File: config.mk
export PLATFORM = sky130hd
export DESIGN_NAME = alu_unit
export DESIGN_NICKNAME = d
export VERILOG_FILES = /design/src/design/exec_pkg.sv /design/src/design/alu_unit.sv
export VERILOG_INCLUDE_DIRS = /design/src /design/src/design
export SDC_FILE = /design/constraint.sdc
export NUM_CORES = 1
export LEC_CHECK = 0
export ABC_AREA = 1
export BUFFER_PORTS_ARGS = -buffer_cell sky130_fd_sc_hd__buf_2
export CORE_MARGIN = 4
export CORE_UTILIZATION = 45
export CTS_CLUSTER_DIAMETER = 60
export DETAILED_ROUTE_END_ITERATION = 8
export PLACE_DENSITY = 0.66
export RECOVER_POWER = 50
export SYNTH_ARGS = -nofsm -noshare
export SYNTH_HDL_FRONTEND = slang
export SYNTH_SLANG_ARGS = --single-unit
File: constraint.sdc
create_clock -name clk -period 4.15 [get_ports clk]
set_clock_uncertainty 0.15 [all_clocks]
set_input_delay 0.415 -clock clk [delete_from_list [all_inputs] [get_ports clk]]
set_output_delay 0.415 -clock clk [all_outputs]
set_load 0.05 [all_outputs]
File: src/design/exec_params.svh
// widths, data memory depth and pipeline depths of the execution back end
`ifndef EXEC_PARAMS_SVH
`define EXEC_PARAMS_SVH

// datapath and physical tag widths
`define EXEC_XLEN 32
`define EXEC_TAG_W 8

// 32-bit words in the data memory
`define EXEC_MEM_WORDS 256

`define EXEC_MUL_STAGES 3
`define EXEC_DIV_CYCLES 32

`endif
File: src/design/exec_pkg.sv
// exec_pkg: datapath types, op classes, stage records and divider states
`default_nettype none

`include "exec_params.svh"

package exec_pkg;

    typedef logic [`EXEC_XLEN-1:0]  xlen_t;
    typedef logic [31:0]            pc_t;
    typedef logic [`EXEC_TAG_W-1:0] ptag_t;
    typedef logic [2:0]             funct3_t;

    typedef enum logic [2:0] {
        CLS_ALU,
        CLS_LOAD,
        CLS_STORE,
        CLS_MUL,
        CLS_DIV
    } op_class_e;

    // micro-op as it leaves the reservation stations
    typedef struct packed {
        logic      valid;
        op_class_e cls;
        funct3_t   funct3;
        logic      alt;
        xlen_t     a;
        xlen_t     b;
        xlen_t     imm;
        pc_t       pc;
        ptag_t     tag;
    } issue_op_t;

    // result is the alu value, or the address for loads and stores
    typedef struct packed {
        logic      valid;
        op_class_e cls;
        funct3_t   funct3;
        xlen_t     result;
        xlen_t     store_data;
        pc_t       pc;
        ptag_t     tag;
    } ex_op_t;

    typedef struct packed {
        logic  valid;
        xlen_t value;
        pc_t   pc;
        ptag_t tag;
    } cpl_t;

    typedef enum logic [1:0] {
        DIV_IDLE,
        DIV_RUN,
        DIV_DONE
    } div_state_e;

endpackage

`default_nettype wire

File: src/design/alu_unit.sv
// alu_unit: EX-stage integer ALU and load/store address generation
`timescale 1ns/1ps
`default_nettype none

module alu_unit (
    input  logic                clk,
    input  logic                reset,
    input  logic                kill,
    input  exec_pkg::issue_op_t op,
    output exec_pkg::ex_op_t    ex
);
    import exec_pkg::*;

    xlen_t res;

    always_comb begin
        res = op.a + op.imm;
        if (op.cls == CLS_ALU) begin
            case (op.funct3)
                3'd0: res = op.alt ? op.a - op.b : op.a + op.b;
                3'd1: res = op.a << op.b[4:0];
                3'd2: res = xlen_t'($signed(op.a) < $signed(op.b));
                3'd3: res = xlen_t'(op.a < op.b);
                3'd4: res = op.a ^ op.b;
                3'd5: res = op.alt ? xlen_t'($signed(op.a) >>> op.b[4:0]) : op.a >> op.b[4:0];
                3'd6: res = op.a | op.b;
                default: res = op.a & op.b;
            endcase
        end
    end

    always_ff @(posedge clk or posedge reset) begin
        if (reset) begin
            ex <= '0;
        end else begin
            ex <= '{valid: op.valid && !kill, cls: op.cls, funct3: op.funct3,
                    result: res, store_data: op.b, pc: op.pc, tag: op.tag};
        end
    end

endmodule

`default_nettype wire

; Yosys cells after proc, flatten, opt, wreduce, memory -nomap -nowiden
; Index checks and enable logic that the tools add are counted.
; W data, S select, Z words.
[totals]
word_cells = 32
in_bits = 147
ff_bits = 111
[classes]
n_mux = 4
bitwise = 3
shifts = 3
magnitude_cmp = 2
n_reduce_logical = 4
n_addsub = 3
eq_ne = 6
[op_table]
columns = op, count
row1 = $pmux W32 S7, 1
row2 = $mux W32, 3
row3 = $add A32 B32 Y32, 2
row4 = $lt A32 B32 Y1, 2
row5 = $and A32 B32 Y32, 1
row6 = $or A32 B32 Y32, 1
row7 = $shl A32 B5 Y32, 1
row8 = $shr A32 B5 Y32, 1
row9 = $sshr A32 B5 Y32, 1
row10 = $sub A32 B32 Y32, 1
row11 = $xor A32 B32 Y32, 1
row12 = $eq A3 B3 Y1 const B, 3
row13 = $eq A3 B2 Y1 const B, 2
row14 = $logic_not A3 Y1, 2
row15 = $eq A3 B1 Y1 const B, 1
row16 = $logic_and A1 B1 Y1, 1
row17 = $logic_not A1 Y1, 1

; Depth between registers and ports, before layout
[depth]
ltp_word = 4
ltp_mapped = 22

; Worst setup path after synthesis
; OpenSTA, ideal clock, no wires.
[synth_path]
path_kind = input port to flip-flop
from = input op[75] in the netlist's numbering
to = register ex[79] in the netlist's numbering
arrival_ns = 2.596
setup_ns = 0.120
cell_stages = 18
required_ns = 3.880
slack_ns = 1.284
path_buffers = 4
path_cell_list = buf_2 inv_2 buf_2 buf_1 ha_1 buf_2 nor2_1 nand2_1 nand3b_1 nand2_1 nand2_1 o21ai_1 xor2_1 nor2_1 nor2_1 nand2_1 nand2_1 nand2_1
[synth_via]
elab_chain_cells = 4
[synth_rtl]
columns = item, line_no
row1 = "start, declared", alu_unit.sv:9  ; input exec_pkg::issue_op_t op,
row2 = "$add A32 B32 Y32, or another cell as far along", alu_unit.sv:20  ; 3'd0: res = op.alt ? op.a - op.b : op.a + op.b;
row3 = $mux W32 (on tied branches), "alu_unit.sv:20, alu_unit.sv:25"
row4 = $pmux W32 S7 (*), alu_unit.sv:19  ; case (op.funct3)
row5 = $mux W32 (*), alu_unit.sv:18  ; if (op.cls == CLS_ALU) begin
row6 = net res[7], alu_unit.sv:14  ; xlen_t res;
row7 = "end signal, assigned", alu_unit.sv:36  ; ex <= '{valid: op.valid && !kill, cls: op.cls, funct3: op.funct3,
row8 = "end, declared", alu_unit.sv:10  ; output exec_pkg::ex_op_t ex
; The timed path passes the listed nets; every way through them passes the cells marked *.

; Worst setup path in the final report
[layout_path]
from = input op[76] in the netlist's numbering
to = register ex[103] in the netlist's numbering
; The elaborated chain is that of the path after synthesis.

==> results.json <==
{
  "outcome": "finished with violations",
  "violations": "capacitance limit, slew limit",
  "peakVddDrop_uv": 257,
  "seq_area_frac_synth_pct": 18.5,
  "hpwl_reported_at_the_end_of_detailed_placement_mm": 62.7,
  "tightest_slew_ns": 2.80,
  "critical_path.max_fanout": 12,
  "drc_errors": 0,
  "tritoncts": "yes",
  "first_pass_grt_wire_length_mm": 112,
  "postSynthNetCount": 2893,
  "numnets_final": 3123,
  "ys_ff_latch": 111,
  "drive_above_1_share_pct": 10.8,
  "totalWireLength_mm": 76.9,
  "max_clock_freq_ghz": 0.318,
  "post_route_non_filler_standard_cell_count": 3293,
  "cts_max_level": 3,
  "worstSetupPathType": "in2reg",
  "area_growth_syn_to_layout_pct": 14.6,
  "cp_common_cell": "sky130_fd_sc_hd__nand2_1",
  "post_cts_resized": 0,
  "detail_route.iter0.violations": 2464,
  "drv.max_cap_violation_count": 1,
  "grt.total_usage_pct": 41.0,
  "critPathRequiredTime_ns": 4.27,
  "fraction_of_power_spent_switching_nets_pct": 51.4,
  "comb_power_share_pct": 52.5,
  "wire_length_per_cell_um": 23.3,
  "globalRoute.totalOverflow": 0,
  "grt_setup_unrepaired": "no",
  "timing.hold.worst.class": "in2reg",
  "final.setup.tns_ns": 0,
  "worstPathCellList": "buf_2 -> clkbuf_1 -> ha_1 -> inv_1 -> nand2_1 -> a21oi_1 -> nand2_1 -> nand2_1 -> nand2_1 -> nand2_1 -> nand2_1 -> nand4_1 -> nand3_1 -> nand2_1 -> nand2_1 -> nand2_1",
  "worstSetupStartpointType": "input pin",
  "layout.filler_cells": 3518,
  "grt_start_max_net_pins": 76,
  "die_height_um": 191,
  "layout.core_utilization_pct": 52.5,
  "synth.avg_cell_area_um2": 5.73,
  "pwr-share-clk_pct": 21.1,
  "min_period_over_period_pct": 75.8,
  "dieArea_mm2": 0.0363,
  "fin_total_pwr_mw": 4.66,
  "cts.root.buffer_cell": "sky130_fd_sc_hd__clkbuf_16",
  "max_ffs_per_register": 111,
  "boundaryPins": 258,
  "clk_pin_slew_ns": 0.10,
  "portBuffers": 257,
  "critical_path.max_stage_delay_ns": 0.74,
  "synth_enable_flop_cells": 0,
  "cts-buffers-inserted": 9,
  "timing.critical_path.arrival_ns": 3.27,
  "cts_hold_buf": 38,
  "drt_first_pass_iters": 8,
  "via_per_inst": 5.92,
  "cts.path.max_buffers": 2,
  "synth_top_flop_cell": "sky130_fd_sc_hd__dfrtp_1",
  "final_critical_path_setup_slack_ns": 1.00,
  "async_reset_ff_share_pct": 100,
  "grt_antenna_before_repair": 3,
  "row_count": 66,
  "finalCriticalPeriod_ns": 3.15,
  "gp_congestion": 1.09,
  "final_antenna_violating_net_count": 0,
  "dieWidth_um": 191,
  "post_cts.repair.setup_buffers": 0,
  "layout.cells.most_common_list": "899 x sky130_fd_sc_hd__nand2_1, 314 x sky130_fd_sc_hd__nand3_1, 306 x sky130_fd_sc_hd__inv_1",
  "yosysWarningCount": 0,
  "place.detailed.instances": 3237,
  "flop_pwr_share_pct": 26.3,
  "crit_slowest_cell": "sky130_fd_sc_hd__clkbuf_1",
  "post_synth_instance_area_mm2": 0.0150,
  "synth.distinct_cells": 50,
  "internal_power_consumption_mw": 2.26,
  "relative_slew_margins_pct": -87.8,
  "placeable_core_region_mm2": 0.0327,
  "seqCellArea_mm2": 0.00278,
  "regMostFlops": "ex",
  "reg_top3": "ex (111)",
  "crit_path_end_kind": "flop",
  "timing_max_transition_violations_final": 61,
  "power_per_cell_area_mw_per_mm2": 271,
  "dp_slack_ns": 0.936,
  "layout_commonest_cell": "sky130_fd_sc_hd__nand2_1",
  "p_leak_nw": 9.29,
  "detailroute.via_count": 19500,
  "multiInputGateArea_mm2": 0.0105,
  "clock_sinks": 111,
  "first_global_vias": 18200,
  "final-setup-viol-count": 0,
  "final-hold-violation-count": 0,
  "total_switching_power_mw": 2.40,
  "postSynthCellCount": 2615,
  "initial_core_util_pct": 45.8
}
Yosys cell counts (3+ instances only):
cell                        count  share of area [%]
sky130_fd_sc_hd__nand2_1      899                 23
sky130_fd_sc_hd__nand3_1      314                 10
sky130_fd_sc_hd__inv_1        309                7.7
sky130_fd_sc_hd__nor2_1       234                5.9
sky130_fd_sc_hd__a21oi_1      149                5.0
sky130_fd_sc_hd__ha_1         128                 11
sky130_fd_sc_hd__dfrtp_1      111                 19
sky130_fd_sc_hd__o21ai_0       95                3.2
sky130_fd_sc_hd__buf_2         50                1.7
sky130_fd_sc_hd__nand4_1       34                1.4
sky130_fd_sc_hd__o21ai_1       33                1.1
sky130_fd_sc_hd__clkbuf_1      29               0.73
sky130_fd_sc_hd__o211ai_1      29                1.5
sky130_fd_sc_hd__nor3_1        20               0.67
sky130_fd_sc_hd__o21a_1        16               0.80
sky130_fd_sc_hd__or2_2         15               0.63
sky130_fd_sc_hd__nand3b_1      14               0.70
sky130_fd_sc_hd__a211oi_1      13               0.65
sky130_fd_sc_hd__buf_1         12               0.30
sky130_fd_sc_hd__inv_2         10               0.25
sky130_fd_sc_hd__a31oi_1        7               0.29
sky130_fd_sc_hd__buf_6          7               0.53
sky130_fd_sc_hd__a21o_1         6               0.30
sky130_fd_sc_hd__buf_4          6               0.30
sky130_fd_sc_hd__o2111ai_1      6               0.35
sky130_fd_sc_hd__o21bai_1       6               0.30
sky130_fd_sc_hd__o221ai_1       6               0.35
sky130_fd_sc_hd__a21boi_0       5               0.25
sky130_fd_sc_hd__and2_1         5               0.21
sky130_fd_sc_hd__o21ai_2        5               0.29
sky130_fd_sc_hd__mux2i_1        4               0.27
sky130_fd_sc_hd__nor3_2         4               0.27
sky130_fd_sc_hd__nor4_1         4               0.17
sky130_fd_sc_hd__a21oi_2        3               0.18
sky130_fd_sc_hd__fa_1           3               0.40
sky130_fd_sc_hd__nand2_2        3               0.13
sky130_fd_sc_hd__xnor2_1        3               0.18
sky130_fd_sc_hd__xor2_1         3               0.18
area by class of cell:
cell class              instances  share of cell area (%)
clock buffers                   9                    1.31
repair buffers                325                    10.8
well taps                     442                    3.22
diodes                          1                  0.0146
clock inverters                 7                   0.576
multi-input cells            2078                    60.9
inverters                     320                    7.00
flip-flops and latches        111                    16.2
critical path, delay by kind of cell:
family,cells,cell delay [ns]
simple gates,11,1.40
buf+inv,3,0.98
fa+ha+maj,1,0.38
compound gates,1,0.06
worst paths after layout:
check	from	endpoint	slack, ns	depth (start not counted)
max in group asynchronous	reset	ex[64]$_DFF_PP0_	1.39	3
min in group asynchronous	reset	ex[11]$_DFF_PP0_	0.66	2
min	op[141]	ex[108]$_DFF_PP0_	0.02	1
max	op[76]	ex[103]$_DFF_PP0_	1.00	16
power by group through the flow:
stage	sequential [mW]	combinational, mW	clock [mW]
after floorplan	1.57	1.21	0
after global placement	1.24	2.34	0
after detailed placement	1.25	2.34	0
after CTS	1.23	2.38	0.984
after global routing	1.23	2.61	1.02
final	1.23	2.45	0.985
metrics by stage:
stage                     hold WS, ns  area [um^2]
after floorplan                 0.296        15000
after global placement          0.373        16500
after detailed placement        0.374        16500
after CTS                    0.000424        17200
after global routing           0.0168        17200
final                          0.0182        17200
routing by layer:
metal	vias to the layer above	GRT usage, %	part of all wire, %
li1	8930	-	-
met1	9123	52.9	38
met2	1208	66.5	45
met3	245	7.38	11
met4	4	19.8	6.0
met5	-	0	0.042
kinds of logic after synthesis:
logic type               Yosys count  share of synthesized area, %
buffers and inverters            426                          11.7
adder cells (fa/ha/maj)          131                          11.1
AND/OR/NAND/NOR                 1551                          43.3
multiplexers                       4                         0.267
AO/OA/AOI/OAI                    386                          14.8
XOR/XNOR                           6                         0.351
flip-flops                       111                          18.5
No activity file was read; power rests on OpenSTA's default activity.
