<file path="src/design/exec_params.svh">
// widths, data memory depth and pipeline depths of the execution back end
`ifndef EXEC_PARAMS_SVH
`define EXEC_PARAMS_SVH

// datapath and physical tag widths
`define EXEC_XLEN 32
`define EXEC_TAG_W 8

// 32-bit words in the data memory
`define EXEC_MEM_WORDS 256

`define EXEC_MUL_STAGES 3
`define EXEC_DIV_CYCLES 32

`endif
</file>
<file path="src/design/exec_pkg.sv">
// exec_pkg: datapath types, op classes, stage records and divider states
`default_nettype none

`include "exec_params.svh"

package exec_pkg;

    typedef logic [`EXEC_XLEN-1:0]  xlen_t;
    typedef logic [31:0]            pc_t;
    typedef logic [`EXEC_TAG_W-1:0] ptag_t;
    typedef logic [2:0]             funct3_t;

    typedef enum logic [2:0] {
        CLS_ALU,
        CLS_LOAD,
        CLS_STORE,
        CLS_MUL,
        CLS_DIV
    } op_class_e;

    // micro-op as it leaves the reservation stations
    typedef struct packed {
        logic      valid;
        op_class_e cls;
        funct3_t   funct3;
        logic      alt;
        xlen_t     a;
        xlen_t     b;
        xlen_t     imm;
        pc_t       pc;
        ptag_t     tag;
    } issue_op_t;

    // result is the alu value, or the address for loads and stores
    typedef struct packed {
        logic      valid;
        op_class_e cls;
        funct3_t   funct3;
        xlen_t     result;
        xlen_t     store_data;
        pc_t       pc;
        ptag_t     tag;
    } ex_op_t;

    typedef struct packed {
        logic  valid;
        xlen_t value;
        pc_t   pc;
        ptag_t tag;
    } cpl_t;

    typedef enum logic [1:0] {
        DIV_IDLE,
        DIV_RUN,
        DIV_DONE
    } div_state_e;

endpackage

`default_nettype wire

</file>
<file path="src/design/memwb_stage.sv">
// memwb_stage: MEM/WB register, load extension and alu completion port
`timescale 1ns/1ps
`default_nettype none

module memwb_stage (
    input  logic             clk,
    input  logic             reset,
    input  logic             kill,
    input  exec_pkg::ex_op_t ex_in,
    input  exec_pkg::xlen_t  rdata,
    output exec_pkg::cpl_t   cpl
);
    import exec_pkg::*;

    ex_op_t wb;
    xlen_t  word;
    xlen_t  load_val;
    xlen_t  value;

    always_ff @(posedge clk or posedge reset) begin
        if (reset) begin
            wb <= '0;
        end else begin
            wb       <= ex_in;
            wb.valid <= ex_in.valid && !kill;
        end
    end

    // bring the addressed byte lane down to bit 0
    always_comb begin
        word = rdata >> {wb.result[1:0], 3'b000};
        case (wb.funct3)
            3'd0: load_val = {{24{word[7]}}, word[7:0]};
            3'd1: load_val = {{16{word[15]}}, word[15:0]};
            3'd4: load_val = {24'h000000, word[7:0]};
            3'd5: load_val = {16'h0000, word[15:0]};
            default: load_val = rdata;
        endcase
        case (wb.cls)
            CLS_LOAD: value = load_val;
            CLS_STORE: value = '0;
            default: value = wb.result;
        endcase
    end

    assign cpl = '{valid: wb.valid, value: value, pc: wb.pc, tag: wb.tag};

endmodule

`default_nettype wire

</file>
<file path="config.mk">
export PLATFORM = sky130hd
export DESIGN_NAME = memwb_stage
export DESIGN_NICKNAME = d
export VERILOG_FILES = /design/src/design/exec_pkg.sv /design/src/design/memwb_stage.sv
export VERILOG_INCLUDE_DIRS = /design/src /design/src/design
export SDC_FILE = /design/constraint.sdc
export NUM_CORES = 1
export LEC_CHECK = 0
export BUFFER_PORTS_ARGS = -buffer_cell sky130_fd_sc_hd__buf_2
export CORE_UTILIZATION = 42
export CTS_CLUSTER_SIZE = 25
export DETAILED_ROUTE_END_ITERATION = 6
export GPL_TIMING_DRIVEN = 0
export PLACE_DENSITY = 0.81
export SYNTH_ARGS = -nofsm -noshare
export SYNTH_HDL_FRONTEND = slang
export SYNTH_SLANG_ARGS = --single-unit
export TNS_END_PERCENT = 20
</file>
<file path="constraint.sdc">
create_clock -name clk -period 2.8 [get_ports clk]
set_input_delay 0.56 -clock clk [delete_from_list [all_inputs] [get_ports clk]]
set_output_delay 0.56 -clock clk [all_outputs]
set_load 0.01 [all_outputs]
</file>
==> After elaboration in Yosys (flattened, before gate mapping) <==
Index checks and enable logic that the tools add are counted.
{ "op_classes": {"n_eq_ne": 5, "n_reduce_logical": 3, "shifts": 1, "n_mux": 2} }
{ "ops": {"columns": ["op", "count"], "rows": [
  ["one-hot mux 32 bit (4 select lines)", 1],
  ["one-hot mux 32 bit (2 select lines)", 1],
  ["right shift 32 x 5 -> 16 bit", 1],
  ["== test 3 x 1 -> 1 bit (second input constant)", 2],
  ["== test 3 bit (second input constant)", 2],
  ["== test 3 x 2 -> 1 bit (second input constant)", 1],
  ["zero test 3 bit", 1],
  ["logical AND 1 bit", 1],
  ["zero test 1 bit", 1]
]} }
{ "word_totals": {"register_bits": 79, "elab_cells": 17, "inputBits": 146, "output_inout_bits": 73} }

==> Logic depth before layout (Yosys ltp) <==
Gate-level depths: netlist (run 1).
{ "depth": {"depth_word": 3, "ltp_mapped": 6, "depth_no_buf": 4} }

==> Least setup slack after synthesis (run 1) <==
Ideal clock, no wire load.
{ "synth_path": {"path_type": "input -> output", "startpoint": "input rdata[23]", "endpoint": "output cpl[56] (netlist bit)", "setup_slack_ns": 0.473, "required_time_ns": 2.240, "arrival_ns": 1.767, "stages": 5, "cell_sequence": "inv_1 o32a_1 a2111oi_4 buf_6 a221o_1"} }
{ "synth_lines": {"columns": ["element", "line", "text"], "rows": [
  ["start, declared", "memwb_stage.sv:10", "input exec_pkg::xlen_t rdata,"],
  ["end, declared", "memwb_stage.sv:11", "output exec_pkg::cpl_t cpl"]
]} }

==> results of run 1 <==
[sequential cells by signal (all words and copies together), names as in the netlist]
register and flops:
wb 38, cpl 41
[critical path: cells and delay by family (launching register included)]
kind | cells | cell delay [ns]
buffers and inverters | 3 | 0.44
flip-flops | 1 | 0.43
AO/OA/AOI/OAI | 3 | 0.61
multiplexers | 1 | 0.39
[cell usage after synthesis, types with 3 or more instances]
library cell	count
mux2i_1	9
buf_4	41
dfrtp_1	79
a221o_1	16
o221ai_1	4
nor2b_1	5
nor2_1	6
inv_1	7
o2bb2ai_1	8
buf_2	3
nand2b_1	3
o21ai_0	18
a22oi_1	4
nand2_1	19
clkbuf_1	12
a2111oi_0	9
[power by group through the flow]
| stage | Clock (W) | Sequential (W) | Combinational, W |
|---|---|---|---|
| 2_1_floorplan | 0 | 0.00123 | 0.000218 |
| 3_3_place_gp | 0 | 0.00124 | 0.000405 |
| 3_5_place_dp | 0 | 0.00124 | 0.000420 |
| 4_1_cts | 0.000914 | 0.00122 | 0.000428 |
| 5_1_grt | 0.000952 | 0.00122 | 0.000477 |
| 6_report | 0.000894 | 0.00122 | 0.000438 |
[logic make-up after synthesis]
group / count (synthesis)
buffers and inverters: 64
multiplexers: 9
AO/OA/AOI/OAI: 69
flip-flops: 79
XOR/XNOR: 2
AND/OR/NAND/NOR: 43
[final timing paths]
check	endpoint	from	cells after the start
min in group clk	wb[93]$_DFF_PP0_	ex_in[93]	1
min	cpl[36]$_DFF_PP0_	reset	2
max	cpl[71]	wb[73]$_DFF_PP0_	7
max in group asynchronous	wb[96]$_DFF_PP0_	reset	3
[per-layer routing]
layer	up-vias	track usage, %	share of wire (%)
met4	0	10.2	2.0
met3	17	9.56	9.4
met1	1365	25.4	36
li1	1318	-	-
met2	159	43.1	53
met5	-	0	0
[stage by stage]
| stage | util [%] | instance area (sq um) | setup slack, ns | setup TNS [ns] |
|---|---|---|---|---|
| after detailed placement | 59.0 | 4350 | -0.0930 | -0.199 |
| after global placement | 58.6 | 4320 | -0.543 | -42.39 |
| final | 63.9 | 4710 | 0.0232 | 0 |
| after CTS | 62.5 | 4600 | -0.0789 | -0.811 |
| after global routing | 63.9 | 4710 | -0.0547 | -0.800 |
| after floorplan | - | 3260 | 0.217 | 0 |
[area by class of cell]
type	instances	area share [%]
sequential	79	42.0
timing repair buffer	192	21.6
multi-input combinational	123	20.3
buffer	56	8.29
clock buffer	10	2.92
tap	99	2.63
clock inverter	6	1.62
inverter	7	0.611
[what timing repair did]
item / CTS / global route
setup endpoints to repair: 26 / 29
setup buffers: 2 / 2
resized for setup: 10 / 24
gates cloned: 0 / 1
pin swaps: 1 / 3
==> results.tsv, run 1 <==
metric	value	unit
status	finished clean	
clkTransAtPathRegs	0.09	ns
clockRootBuffer	clkbuf_8	
ant_nets	0	
power	0.00255	W
vias	2859	
htreeDepth	3	
io_pins	219	
synth_nets	412	
syn2layout_area_growth	44.4	%
initial_core_util	44.2	%
vias_per_cell	5.00	
crit_path_start_kind	register	
gr-total-overflow	0	
drc	0	
dp_cells	552	
coreArea	7370	sq um
p_sw_share	27.1	%
die_h	90.1	um
cpPeakStageDelay	0.43	ns
synth-edff-count	0	
final.fill_count	618	
io_buffers	186	
period_needed	2.78	ns
synth_top_family_by_area	compound AO/OA/AOI/OAI gates	
setup.worst_path.end_class	output pin	
die_w	90.1	um
grt_pass1_vias	3060	
cp_slowest_cell	dfrtp_2	
crit_path_max_fanout	5	
avgSynthCellArea	12.3	sq um
critical_path_class	reg2out	
synth_area	3260	sq um
finalMaxSlewViolations	0	
hold_path.class	in2async	
synth_flop_cell	dfrtp_1	
multi_input_area	956	sq um
hold_viol_final	0	
synth_top_area_share	60.6	%
relSlewSlack	61.9	%
cts_made_buffers	9	
intPower	0.00186	W
yosys.area_share.xor_xnor	0.537	%
synthAdderAreaFrac	0	%
antenna_found_initial	0	
cellLeakagePower	2.41	nW
dp_hpwl	7.20	mm
fin_crit_sh	99.2	%
setup_viol	0	
cts_tree	yes	
rsz0062_at_grt	true	
peakVddDrop	0.387	mV
async_reset_ff_share	100	%
worst_pin_slew	0.568	ns
gp_congestion	0.861	
layout.cells.non_filler	572	
synth_cell_types	35	
hold_buffers	0	
synth_compound_area_share	17.2	%
track_usage	24.3	%
cts_buffer_depth	2	
ys_seq_area_share	60.6	%
drt_iter0_drc	185	
p_clk_share	35.0	%
pwr_density_cell	542	nW/um^2
synth_cells	266	
yosysTopAreaCell	dfrtp_1	
maxCapViolations	0	
path_cells	mux2i_2 > o32a_1 > a2111oi_4 > buf_6 > clkbuf_16 > a221o_1 > buf_2	
register_area	1980	sq um
cp.required	2.24	ns
synthMuxAreaShare	2.76	%
layout-drive-gt1-share	57.3	%
die_area	8120	sq um
yosys-top-cells-area	dfrtp_1 (61%), buf_4 (9.4%), a221o_1 (4.9%), mux2i_1 (2.8%), o21ai_0 (2.8%)	
clkSinkCount	79	
synth_seq_cells	79	
holdWs	0.183	ns
antenna-diode-count	0	
layout_common_cells	buf_2 (187), dfrtp_1 (78), buf_4 (45), nand2_1 (19), o21ai_0 (18)	
switchingPower	0.000691	W
fmax	360	MHz
worstPathArrival	2.22	ns
synth_warnings	0	
nNetsFinal	614	
grt_pass1_wl	15.0	mm
final_common_cell	buf_2	
drt_wl_total	9.72	mm
synthSimpleGateAreaFrac	6.41	%
drt_pass1_iterations	4	
grt_max_degree	54	
pwr-share-seq	47.8	%
combinationalPowerShare	17.2	%
wl_per_cell	17.0	um
fp-row-count	31	
No activity file was read; power rests on OpenSTA's default activity.
==> inputs of run 2 (changes only) <==
--- a/config.mk
+++ b/config.mk
@@ -7,11 +7,12 @@
 export NUM_CORES = 1
 export LEC_CHECK = 0
 export BUFFER_PORTS_ARGS = -buffer_cell sky130_fd_sc_hd__buf_2
-export CORE_UTILIZATION = 42
+export CORE_UTILIZATION = 45
 export CTS_CLUSTER_SIZE = 25
 export DETAILED_ROUTE_END_ITERATION = 6
 export GPL_TIMING_DRIVEN = 0
-export PLACE_DENSITY = 0.81
+export PLACE_DENSITY = 0.86
+export SKIP_LAST_GASP = 1
 export SYNTH_ARGS = -nofsm -noshare
 export SYNTH_HDL_FRONTEND = slang
 export SYNTH_SLANG_ARGS = --single-unit
==> constraint.sdc (replaced) <==
create_clock -name clk -period 3.2 [get_ports clk]
set_input_delay 0.64 -clock clk [delete_from_list [all_inputs] [get_ports clk]]
set_output_delay 0.64 -clock clk [all_outputs]
set_load 0.01 [all_outputs]
==> results.tsv, run 2 (synthesized netlist as in run 1, its figures left out) <==
metric	value	unit
drt_pass1_iterations	4	
die_w	87.1	um
pwr_density_cell	475	nW/um^2
vias	2827	
gr-usage-met2	43.3	%
dp_hpwl	7.04	mm
gr-usage-met1	28.3	%
final.fill_count	600	
cts_buffer_depth	2	
io_buffers	186	
fp-row-count	30	
vias_per_cell	5.01	
track_usage	25.2	%
dp_cells	548	
cellLeakagePower	2.33	nW
nNetsFinal	609	
crit_path_start_kind	register	
hp-start	ex_in[78]	
die_h	87.1	um
worst_pin_slew	0.933	ns
setup.worst_path.end_class	output pin	
cts_made_buffers	9	
period_needed	3.04	ns
hold_path.class	in2reg	
grt_util_met3	9.19	%
cts_tree	yes	
initial_core_util	47.2	%
antenna_found_initial	0	
globalRoute.busiestLayer	met2	
rsz0062_at_grt	true	
holdPathEnd	wb[78]$_DFF_PP0_	
drt_wl_total	9.24	mm
setup_viol	0	
clkSinkCount	79	
antenna-diode-count	0	
cts_setup_buffers	0	
final_common_cell	buf_2	
dpl-instance-area	4310	sq um
grt_max_degree	80	
fin_crit_sh	95.0	%
drt_iter0_drc	216	
clockRootBuffer	clkbuf_8	
ant_nets	0	
drc	0	
htreeDepth	3	
gr-total-overflow	0	
clkTransAtPathRegs	0.10	ns
finalMaxSlewViolations	0	
design_area	4520	sq um
multi_input_area	893	sq um
status	finished clean	
io_pins	219	
critical_path_class	reg2out	
crit_path_max_fanout	10	
layout-drive-gt1-share	54.1	%
relSlewSlack	37.8	%
peakVddDrop	0.440	mV
maxCapViolations	0	
hold_viol_final	0	
startpoint	wb[72]$_DFF_PP0_	
layout.cells.non_filler	564	
coreArea	6910	sq um
cp.required	2.56	ns
fmax	329	MHz
grt_pass1_vias	2866	
syn2layout_area_growth	38.7	%
wl_per_cell	16.4	um
die_area	7590	sq um
hold_depth	1	
hold_buffers	0	
layout_common_cells	buf_2 (189), dfrtp_1 (79), buf_4 (41), nand2_1 (19), o21ai_0 (18)	
gp_congestion	0.891	
register_area	1980	sq um
grt_pass1_wl	13.9	mm
largest_reg_flops	41	
worstPathArrival	2.40	ns
-- run 2: cell count changes in the layout (fill, tap and decap cells not counted), moves of 3 or more --
cell       before  now
clkbuf_1        6   11
a2111oi_0       1    9
buf_4          45   41
clkbuf_2        5    1
a2111oi_1       6    0
clkinv_4        3    0
-- run 2: power by group --
group          switching (W)  internal (W)
sequential         0.0000179       0.00105
clock               0.000410      0.000306
combinational       0.000190      0.000175
-- run 2: how the worst max path moves through the flow --
stage / end / slack (ns) / cells past startpoint
floorplan: cpl[0]$_DFF_PP0_ / 0.54 / 1
global placement: wb[84]$_DFF_PP0_ / -0.17 / 2
detailed placement: cpl[51] / 0.14 / 6
CTS: cpl[58] / 0.007 / 6
global route: cpl[51] / -0.04 / 7
finish: cpl[58] / 0.16 / 7
-- run 2: worst max-delay path: stages (launching register included) --
cell       delay (ns)
dfrtp_1          0.33
buf_2            0.18
nand2_1          0.08
o32a_1           0.33
a2111oi_4        0.63
buf_6            0.22
a221o_1          0.13
buf_2            0.14
-- run 2: per-layer routing --
metal / share of wire (%) / vias up
li1: - / 1313
met1: 37 / 1329
met2: 51 / 165
met3: 9.1 / 20
met4: 2.8 / 0
met5: 0 / -
-- run 2: layout make-up --
cell class | instances | share of cell area (%)
timing repair buffer | 186 | 20.6
inverter | 7 | 0.636
clock buffer | 9 | 2.74
tap | 96 | 2.66
clock inverter | 7 | 1.49
buffer | 57 | 8.41
sequential | 79 | 43.7
multi-input combinational | 123 | 19.8
-- run 2: per-stage QoR --
step                      setup TNS [ns]  util [%]  power (W)  setup slack (ns)  hold WS, ns
after floorplan                        0         -    0.00127             0.537        0.671
after global placement            -12.89      62.4    0.00144            -0.170        0.747
after detailed placement               0      62.5    0.00145             0.136        0.749
after CTS                              0      65.4    0.00217           0.00671        0.373
after global routing              -0.102      65.5    0.00224           -0.0424        0.365
final                                  0      65.5    0.00215             0.158        0.387
-- run 2: repair_timing --
action                     in CTS  in global routing
setup endpoints to repair       8                 13
gates resized for setup         2                  3
cloned                          0                  0
