## config.mk

```make
export PLATFORM = sky130hd
export DESIGN_NAME = mul_unit
export DESIGN_NICKNAME = d
export VERILOG_FILES = /design/src/design/exec_pkg.sv /design/src/design/mul_unit.sv
export VERILOG_INCLUDE_DIRS = /design/src /design/src/design
export SDC_FILE = /design/constraint.sdc
export NUM_CORES = 1
export LEC_CHECK = 0
export BUFFER_PORTS_ARGS = -buffer_cell sky130_fd_sc_hd__buf_4
export CAP_MARGIN = 10
export CORE_MARGIN = 2
export CORE_UTILIZATION = 67
export DETAILED_ROUTE_END_ITERATION = 7
export PLACE_DENSITY = 0.88
export SKIP_LAST_GASP = 1
export SLEW_MARGIN = 25
export SYNTH_ARGS = -nofsm -noshare
export SYNTH_HDL_FRONTEND = slang
export SYNTH_SLANG_ARGS = --single-unit
export TNS_END_PERCENT = 100
```

## constraint.sdc

```tcl
create_clock -name clk -period 11.6 [get_ports clk]
set_input_delay 1.16 -clock clk [delete_from_list [all_inputs] [get_ports clk]]
set_output_delay 1.16 -clock clk [all_outputs]
set_load 0.02 [all_outputs]
```

## src/design/exec_params.svh

```systemverilog
// widths, data memory depth and pipeline depths of the execution back end
`ifndef EXEC_PARAMS_SVH
`define EXEC_PARAMS_SVH

// datapath and physical tag widths
`define EXEC_XLEN 32
`define EXEC_TAG_W 8

// 32-bit words in the data memory
`define EXEC_MEM_WORDS 256

`define EXEC_MUL_STAGES 3
`define EXEC_DIV_CYCLES 32

`endif
```

## src/design/exec_pkg.sv

```systemverilog
// exec_pkg: datapath types, op classes, stage records and divider states
`default_nettype none

`include "exec_params.svh"

package exec_pkg;

    typedef logic [`EXEC_XLEN-1:0]  xlen_t;
    typedef logic [31:0]            pc_t;
    typedef logic [`EXEC_TAG_W-1:0] ptag_t;
    typedef logic [2:0]             funct3_t;

    typedef enum logic [2:0] {
        CLS_ALU,
        CLS_LOAD,
        CLS_STORE,
        CLS_MUL,
        CLS_DIV
    } op_class_e;

    // micro-op as it leaves the reservation stations
    typedef struct packed {
        logic      valid;
        op_class_e cls;
        funct3_t   funct3;
        logic      alt;
        xlen_t     a;
        xlen_t     b;
        xlen_t     imm;
        pc_t       pc;
        ptag_t     tag;
    } issue_op_t;

    // result is the alu value, or the address for loads and stores
    typedef struct packed {
        logic      valid;
        op_class_e cls;
        funct3_t   funct3;
        xlen_t     result;
        xlen_t     store_data;
        pc_t       pc;
        ptag_t     tag;
    } ex_op_t;

    typedef struct packed {
        logic  valid;
        xlen_t value;
        pc_t   pc;
        ptag_t tag;
    } cpl_t;

    typedef enum logic [1:0] {
        DIV_IDLE,
        DIV_RUN,
        DIV_DONE
    } div_state_e;

endpackage

`default_nettype wire

```

## src/design/mul_unit.sv

```systemverilog
// mul_unit: pipelined multiplier returning the low word of a * b
`timescale 1ns/1ps
`default_nettype none

`include "exec_params.svh"

module mul_unit (
    input  logic                clk,
    input  logic                reset,
    input  logic                kill,
    input  exec_pkg::issue_op_t op,
    output exec_pkg::cpl_t      cpl
);
    import exec_pkg::*;

    localparam int LAST = `EXEC_MUL_STAGES - 1;

    logic        s0_valid;
    pc_t         s0_pc;
    ptag_t       s0_tag;
    xlen_t       s0_low;
    logic [15:0] s0_cross;
    cpl_t        pipe [1:LAST];

    always_ff @(posedge clk or posedge reset) begin
        if (reset) begin
            s0_valid <= 1'b0;
            s0_pc    <= '0;
            s0_tag   <= '0;
            s0_low   <= '0;
            s0_cross <= '0;
            for (int i = 1; i <= LAST; i++) begin
                pipe[i] <= '0;
            end
        end else begin
            // partial products, upper cross terms only matter mod 2^16
            s0_valid <= op.valid && !kill;
            s0_pc    <= op.pc;
            s0_tag   <= op.tag;
            s0_low   <= op.a[15:0] * op.b[15:0];
            s0_cross <= op.a[15:0] * op.b[31:16] + op.a[31:16] * op.b[15:0];
            pipe[1]  <= '{valid: s0_valid && !kill, value: s0_low + {s0_cross, 16'h0000},
                          pc: s0_pc, tag: s0_tag};
            for (int i = 2; i <= LAST; i++) begin
                pipe[i]       <= pipe[i-1];
                pipe[i].valid <= pipe[i-1].valid && !kill;
            end
        end
    end

    assign cpl = pipe[LAST];

endmodule

`default_nettype wire

```

# Yosys cells after proc, flatten, opt, wreduce, memory -nomap -nowiden
# Cells that the tools add are included.
# W data, S select, Z words.
[classes]
n_addsub = 2
multipliers = 3
reduce_logical = 4
[ops]
columns = ["cell", "count"]
rows = [
  ["$add A32 B32 Y32", 1],
  ["$mul A16 B16 Y16", 2],
  ["$mul A16 B16 Y32", 1],
  ["$add A16 B16 Y16", 1],
  ["$logic_and A1 B1 Y1", 3],
  ["$logic_not A1 Y1", 1],
]
[word_totals]
regBits = 235
in_bits = 147
output_inout_bits = 73
wordCells = 22

# Longest topological paths before layout
# Gate-level depths: netlist of run 1.
[depth]
depth_word = 2
depth_mapped = 26
depth_no_buf = 24

# Least setup slack after synthesis of run 1
# OpenSTA, ideal clock, no wires.
[synth_timing]
kind = "input-to-reg"
from = "in op[108] in the netlist's numbering"
to = "reg s0_cross[15]"
setup_time_ns = 0.125
arrival_ns = 7.230
t_required_ns = 11.475
path_slack_ns = 4.245
stages = 26
path_buffers = 2
path_cell_list = "clkbuf_1 clkbuf_1 and2_1 fa_1 inv_1 fa_1 fa_1 inv_1 ha_1 inv_1 fa_1 inv_1 fa_1 inv_1 fa_1 inv_1 fa_1 ha_1 o21a_1 o31a_1 nor2_1 o21ai_0 and4_1 a2111oi_0 a21oi_1 xnor2_1"
[synth_via]
elab_chain_cells = 2
[synth_lines]
columns = ["item", "line_no", "text"]
rows = [
  ["start, declared", "mul_unit.sv:11", "input exec_pkg::issue_op_t op,"],
  ["$mul A16 B16 Y16", "mul_unit.sv:41", "s0_cross <= op.a[15:0] * op.b[31:16] + op.a[31:16] * op.b[15:0];"],
  ["$add A16 B16 Y16", "mul_unit.sv:41", ""],
  ["end signal, assigned", "mul_unit.sv:41", ""],
  ["end, declared", "mul_unit.sv:22", "logic [15:0] s0_cross;"],
]
# Every way passes these cells.

# Worst setup path after layout of run 1
# Same ends and word-level chain as after synthesis.

==> results.toml, run 1 <==
[status]
status = "finished, final reports clean"

[sta]
final-hold-violation-count = 0
rsz0062_at_grt = "false"
final-setup-viol-count = 0
worst_slew_pin_slew_ns = 0.750
finalClockSkew_ns = 0.00866
max_freq_mhz = 137
period_minus_slack_ns = 7.27
fin_crit_sh_pct = 62.7
slew_violations = 0
fin_tns_setup_ns = 0
relSlewSlack_pct = 48.7

[worst_setup_path]
path_common_cell = "fa_1"
crit_path_max_fanout = 28
crit_path_max_incr_delay_ns = 0.68
cp_slowest_cell = "a2111oi_0"
cp.depth = 25
crit_family = "adder cells"
arrival_ns = 7.66
cp.required_ns = 11.99
ff2ff_path_depth = 11
cp-start-kind = "primary input"
worst_setup_path_end_kind = "register"
critPathKind = "primary input to register"
crit_buf_inv = 7

[clocking]
htree_levels = 1
clkLatencyLatePin_ns = 0.52
cts_buffers = 22
cts_resized = 0
post-cts-setup-buffers = 0
cts_root_buf = "clkbuf_16"
cts_tree = "yes"
cts.clk_slew.worst_paths_ns = 0.07
clk_path_buf_depth = 3
ctsHoldBuffers = 0
clock-sinks = 235

[finish]
layout-drive-gt1-share_pct = 9.72
antenna_cells = 0
area_growth_pct = 7.65
final_nets = 3037

[synthesis]
synth_fp_nets = 2989
synthTopCellsByArea = "fa_1, dfrtp_1, ha_1, and2_1, inv_1"
ys_ff_latch = 235
synth_cells = 2253
avgSynthCellArea_um2 = 10.4
seq_area_frac_synth_pct = 25.1
yosysWarnings = 0
synth_ff_type = "dfrtp_1"
synth_enable_flop_cells = 0
yosys.area.top_type = "fa_1"
syn_area_um2 = 23500
synth_cell_types = 49
synthArstFlopShare_pct = 100
yosysMostFrequentCell = "inv_1"
synth_top_area_share_pct = 32.3
synth_commonest_cells = "inv_1, fa_1, and2_1, nand2_1, dfrtp_1"

[die]
dieArea_um2 = 36500
core_region_area_um2 = 34500
ios = 220
start_util_pct = 67.9
rows = 68
die-height_um = 191
die_w_um = 191

[route]
wl_per_cell_um = 19.6
drtIter0Drc = 1232
drt-vias-per-instance = 5.65
drc = 0
dr_total_vias = 15636
drtPass1Iterations = 6
wirelength_um = 54400
postRouteAntennaNets = 0

[place]
portBuffers = 180
dp_hpwl_um = 39500
gp_congestion = 0.889

[global_routing]
grt_max_degree = 151
first_global_vias = 17387
grt.overflow.total = 0
grt_use_total_pct = 31.4
antenna_found_initial = 0
grt_pass1_wl_um = 89000

[min_path]
holdPathStages = 0
hold_class = "register to register"

[flow_run]
drv_cap = 0
-- registers in the layout, summed over array words and instances, names as in the netlist --
signal    flops
s0_pc        32
cpl          73
s0_cross     16
s0_valid      1
pipe         73
s0_tag        8
s0_low       32
-- worst reg2reg max path, cell delays in order (launching register included) --
cell	delay, ns
dfrtp_1	0.37
ha_1	0.23
inv_1	0.08
fa_1	0.20
nor2b_1	0.06
o21a_1	0.18
o21a_1	0.20
o41a_1	0.37
a211oi_1	0.34
o31ai_1	0.14
a21oi_1	0.19
xnor2_1	0.18
-- cells in the final DEF (no fill, tap or decap), types with 3 or more instances in the layout --
master / n
a31oi_1: 4
nand2b_1: 5
nor2b_1: 15
o31ai_1: 4
clkbuf_16: 22
a211oi_1: 6
xor2_1: 24
a21o_1: 18
buf_4: 180
o21bai_1: 4
or3_1: 3
clkbuf_8: 5
a21boi_0: 3
nor3_1: 8
xnor2_1: 85
inv_1: 417
o31a_1: 3
nor2_1: 24
and3_1: 5
ha_1: 210
or2_2: 5
nand2_1: 273
nand4_1: 3
and2_1: 273
o21a_1: 7
fa_1: 379
nand3_1: 6
a21oi_1: 37
dfrtp_1: 235
clkinv_2: 3
o21ai_0: 16
-- stage by stage --
| stage | cell area, µm² | setup slack, ns | instances | util [%] | hold slack [ns] |
|---|---|---|---|---|---|
| 5_1_grt | 25300 | 3.97 | 2769 | 73.1 | 0.349 |
| 3_3_place_gp | 24500 | 3.96 | 2732 | 71.0 | 0.331 |
| 3_5_place_dp | 24500 | 3.82 | 2732 | 71.0 | 0.335 |
| 2_1_floorplan | 23500 | 3.99 | 2253 | - | 0.331 |
| 6_report | 25300 | 4.33 | 2769 | 73.1 | 0.347 |
| 4_1_cts | 25200 | 4.33 | 2769 | 73.1 | 0.340 |
-- logic make-up after synthesis --
| family | synth area share [%] |
|---|---|
| AO/OA/AOI/OAI | 3.43 |
| XOR/XNOR | 4.07 |
| adder cells (fa/ha/maj) | 43.5 |
| buffers and inverters | 10.4 |
| flip-flops | 25.1 |
| multiplexers | 0.0427 |
| AND/OR/NAND/NOR | 13.5 |
-- worst paths after layout --
check | start | endpoint | slack, ns
min in group asynchronous | reset | cpl[38] | 0.76
setup / recovery | op[108] | s0_cross[15] | 4.33
setup reg to reg | s0_low[16] | pipe[143] | 8.97
hold / removal | s0_tag[0] | pipe[73] | 0.35
hold reg to reg | s0_tag[0] | pipe[73] | 0.35
max in group asynchronous | reset | s0_tag[0] | 9.60
-- metal layers --
layer / up-vias / share of wire (%) / GRT usage [%]
met2: 782 / 49 / 52.2
met5: - / 0 / 0
met3: 172 / 8.5 / 4.64
met1: 7956 / 38 / 41.0
li1: 6726 / - / -
met4: 0 / 4.7 / 14.8
-- layout make-up --
type / instances / area [µm²]
Clock buffer: 29 / 627
Clock inverter: 8 / 86.3
Fill cell: 2315 / 9290
Inverter: 418 / 1580
Multi-Input combinational cell: 1443 / 15100
Sequential cell: 235 / 5880
Tap cell: 455 / 569
Timing Repair Buffer: 181 / 1360
Power of run 1 is not shown: default switching activity piles up to over one toggle a cycle in this logic, so the estimate is an artifact.
==> run 2: changes to the inputs <==
ABC_AREA = 1   (was default)
CORE_UTILIZATION = 62   (was 67)
PLACE_DENSITY = 0.82   (was 0.88)
clock period = 6.88 ns   (was 11.6 ns; I/O delays follow)
==> results.toml, run 2 <==
[status]
status = "finished, final reports clean"

[worst_setup_path]
ff2ff_path_depth = 12
crit_path_max_incr_delay_ns = 0.56
critPathKind = "primary input to register"
r2r_start = "s0_cross[1]"
crit_path_max_fanout = 14
arrival_ns = 6.71
path_common_cell = "fa_1"
crit_chain = "buf_4 -> nand2_1 -> inv_1 -> fa_1 -> inv_1 -> fa_1 -> fa_1 -> fa_1 -> fa_1 -> inv_1 -> fa_1 -> fa_1 -> fa_1 -> ha_1 -> nand2_1 -> o21ai_0 -> a21oi_1 -> o21ai_0 -> a21oi_1 -> o21ai_0 -> xor2_1"
cp_slowest_cell = "fa_1"
regToRegSetupSlack_ns = 4.69
cp-start-kind = "primary input"
crit_path_end = "s0_cross[14]"
cp.required_ns = 7.27
critPathLaunch = "op[90]"
reg2reg_to = "pipe[141]"
worst_setup_path_end_kind = "register"

[clocking]
cts_root_buf = "clkbuf_16"
htree_levels = 1
clkLatencyLatePin_ns = 0.50
ctsHoldBuffers = 0
cts.clk_slew.worst_paths_ns = 0.07
clk_path_buf_depth = 3
cts_buffers = 21
cts_resized = 0
cts_tree = "yes"
clock-sinks = 235
post-cts-setup-buffers = 0

[synthesis]
yosys.area.top_type = "fa_1"
synth_top_area_share_pct = 30.8
synth_cell_types = 43
yosysWarnings = 0
syn_area_um2 = 24600
yosysMostFrequentCell = "inv_1"
avgSynthCellArea_um2 = 8.81
seq_area_frac_synth_pct = 23.9
synth_commonest_cells = "inv_1, nand2_1, fa_1"
synthArstFlopShare_pct = 100
synthTopCellsByArea = "fa_1, dfrtp_1, inv_1, nand2_1, ha_1"
synth_ff_type = "dfrtp_1"
synth_enable_flop_cells = 0
synth_fp_nets = 3529
synth_cells = 2793
ys_ff_latch = 235

[place]
portBuffers = 180
gp_congestion = 0.920
dp_hpwl_um = 44400
placed_area_um2 = 25700

[global_routing]
grt_use_total_pct = 28.5
grt_max_degree = 83
grt_pass1_wl_um = 93300
antenna_found_initial = 2
first_global_vias = 19467
grt.overflow.total = 0

[route]
wl_per_cell_um = 16.5
drt-vias-per-instance = 5.24
postRouteAntennaNets = 0
wirelength_um = 55700
drtIter0Drc = 1257
dr_total_vias = 17684
drtPass1Iterations = 6
drc = 0

[finish]
final_nets = 3575
layout-drive-gt1-share_pct = 9.39
final_common_cell = "inv_1"
layout_common_cells = "inv_1, nand2_1, fa_1, dfrtp_1, ha_1"
area_growth_pct = 7.71
final_area_um2 = 26500

[sta]
max_freq_mhz = 158
relSlewSlack_pct = 51.6
fin_tns_setup_ns = 0
final-setup-viol-count = 0
rsz0062_at_grt = "false"
slew_violations = 0
hold_slack_ns = 0.296
period_minus_slack_ns = 6.31
finalClockSkew_ns = 0.0236
final-hold-violation-count = 0
worst_slew_pin_slew_ns = 0.726
fin_crit_sh_pct = 91.8

[die]
die_w_um = 203
core_region_area_um2 = 38900
die-height_um = 203
ios = 220
rows = 72
dieArea_um2 = 41300
start_util_pct = 63.2

[flow_run]
drv_cap = 0

[min_path]
hold_class = "primary input to register"
## run 2: cell type report
cell class                      instances  area (µm²)
Clock inverter                          9         145
Antenna cell                            1        2.50
Sequential cell                       235        5880
Fill cell                            2961       12400
Tap cell                              518         648
Timing Repair Buffer                  198        1500
Inverter                              773        2910
Multi-Input combinational cell       1610       14800
Clock buffer                           28         592
## run 2: logic make-up (layout without fill, tap and decap cells)
| kind of cell | count (synthesis) | in the layout | share of synthesized area (%) |
|---|---|---|---|
| AND/OR/NAND/NOR | 839 | 839 | 13.5 |
| XOR/XNOR | 72 | 72 | 2.59 |
| AO/OA/AOI/OAI | 110 | 110 | 2.67 |
| flip-flops | 235 | 235 | 23.9 |
| adder cells (fa/ha/maj) | 589 | 589 | 41.5 |
| buffers and inverters | 948 | 1008 | 15.8 |
| other | 0 | 1 | 0 |
## run 2: worst max-delay path, delay by kind of cell
family	cells	cell delay [ns]
compound gates	5	0.88
xor+xnor	1	0.27
fa+ha+maj	9	4.34
buf+inv	4	0.35
simple gates	2	0.19
## run 2: how the worst min path moves through the flow
stage | startpoint | endpoint | slack (ns) | depth (start not counted)
2_1_floorplan | pipe[73] | cpl[0] | 0.33 | 0
3_3_place_gp | s0_pc[9] | pipe[90] | 0.33 | 0
3_5_place_dp | pipe[103] | cpl[30] | 0.33 | 0
4_1_cts | op[22] | s0_pc[14] | 0.28 | 1
5_1_grt | op[30] | s0_pc[22] | 0.27 | 1
6_report | op[22] | s0_pc[14] | 0.30 | 1
## run 2: layer usage
metal | share of wire [%] | up-vias | global-route usage, %
li1 | - | 7980 | -
met1 | 38 | 8630 | 36.5
met2 | 48 | 887 | 48.1
met3 | 10 | 187 | 5.77
met4 | 4.0 | 0 | 10.7
met5 | 0 | - | 0
## run 2: metrics by stage
step / setup slack, ns / instances / utilization, %
3_5_place_dp: 0.0758 / 3334 / 66.2
5_1_grt: 0.340 / 3372 / 68.1
4_1_cts: 0.597 / 3371 / 68.1
2_1_floorplan: 0.430 / 2793 / -
6_report: 0.567 / 3372 / 68.1
3_3_place_gp: 0.233 / 3334 / 66.2
Power of run 2 is left out for the same reason.
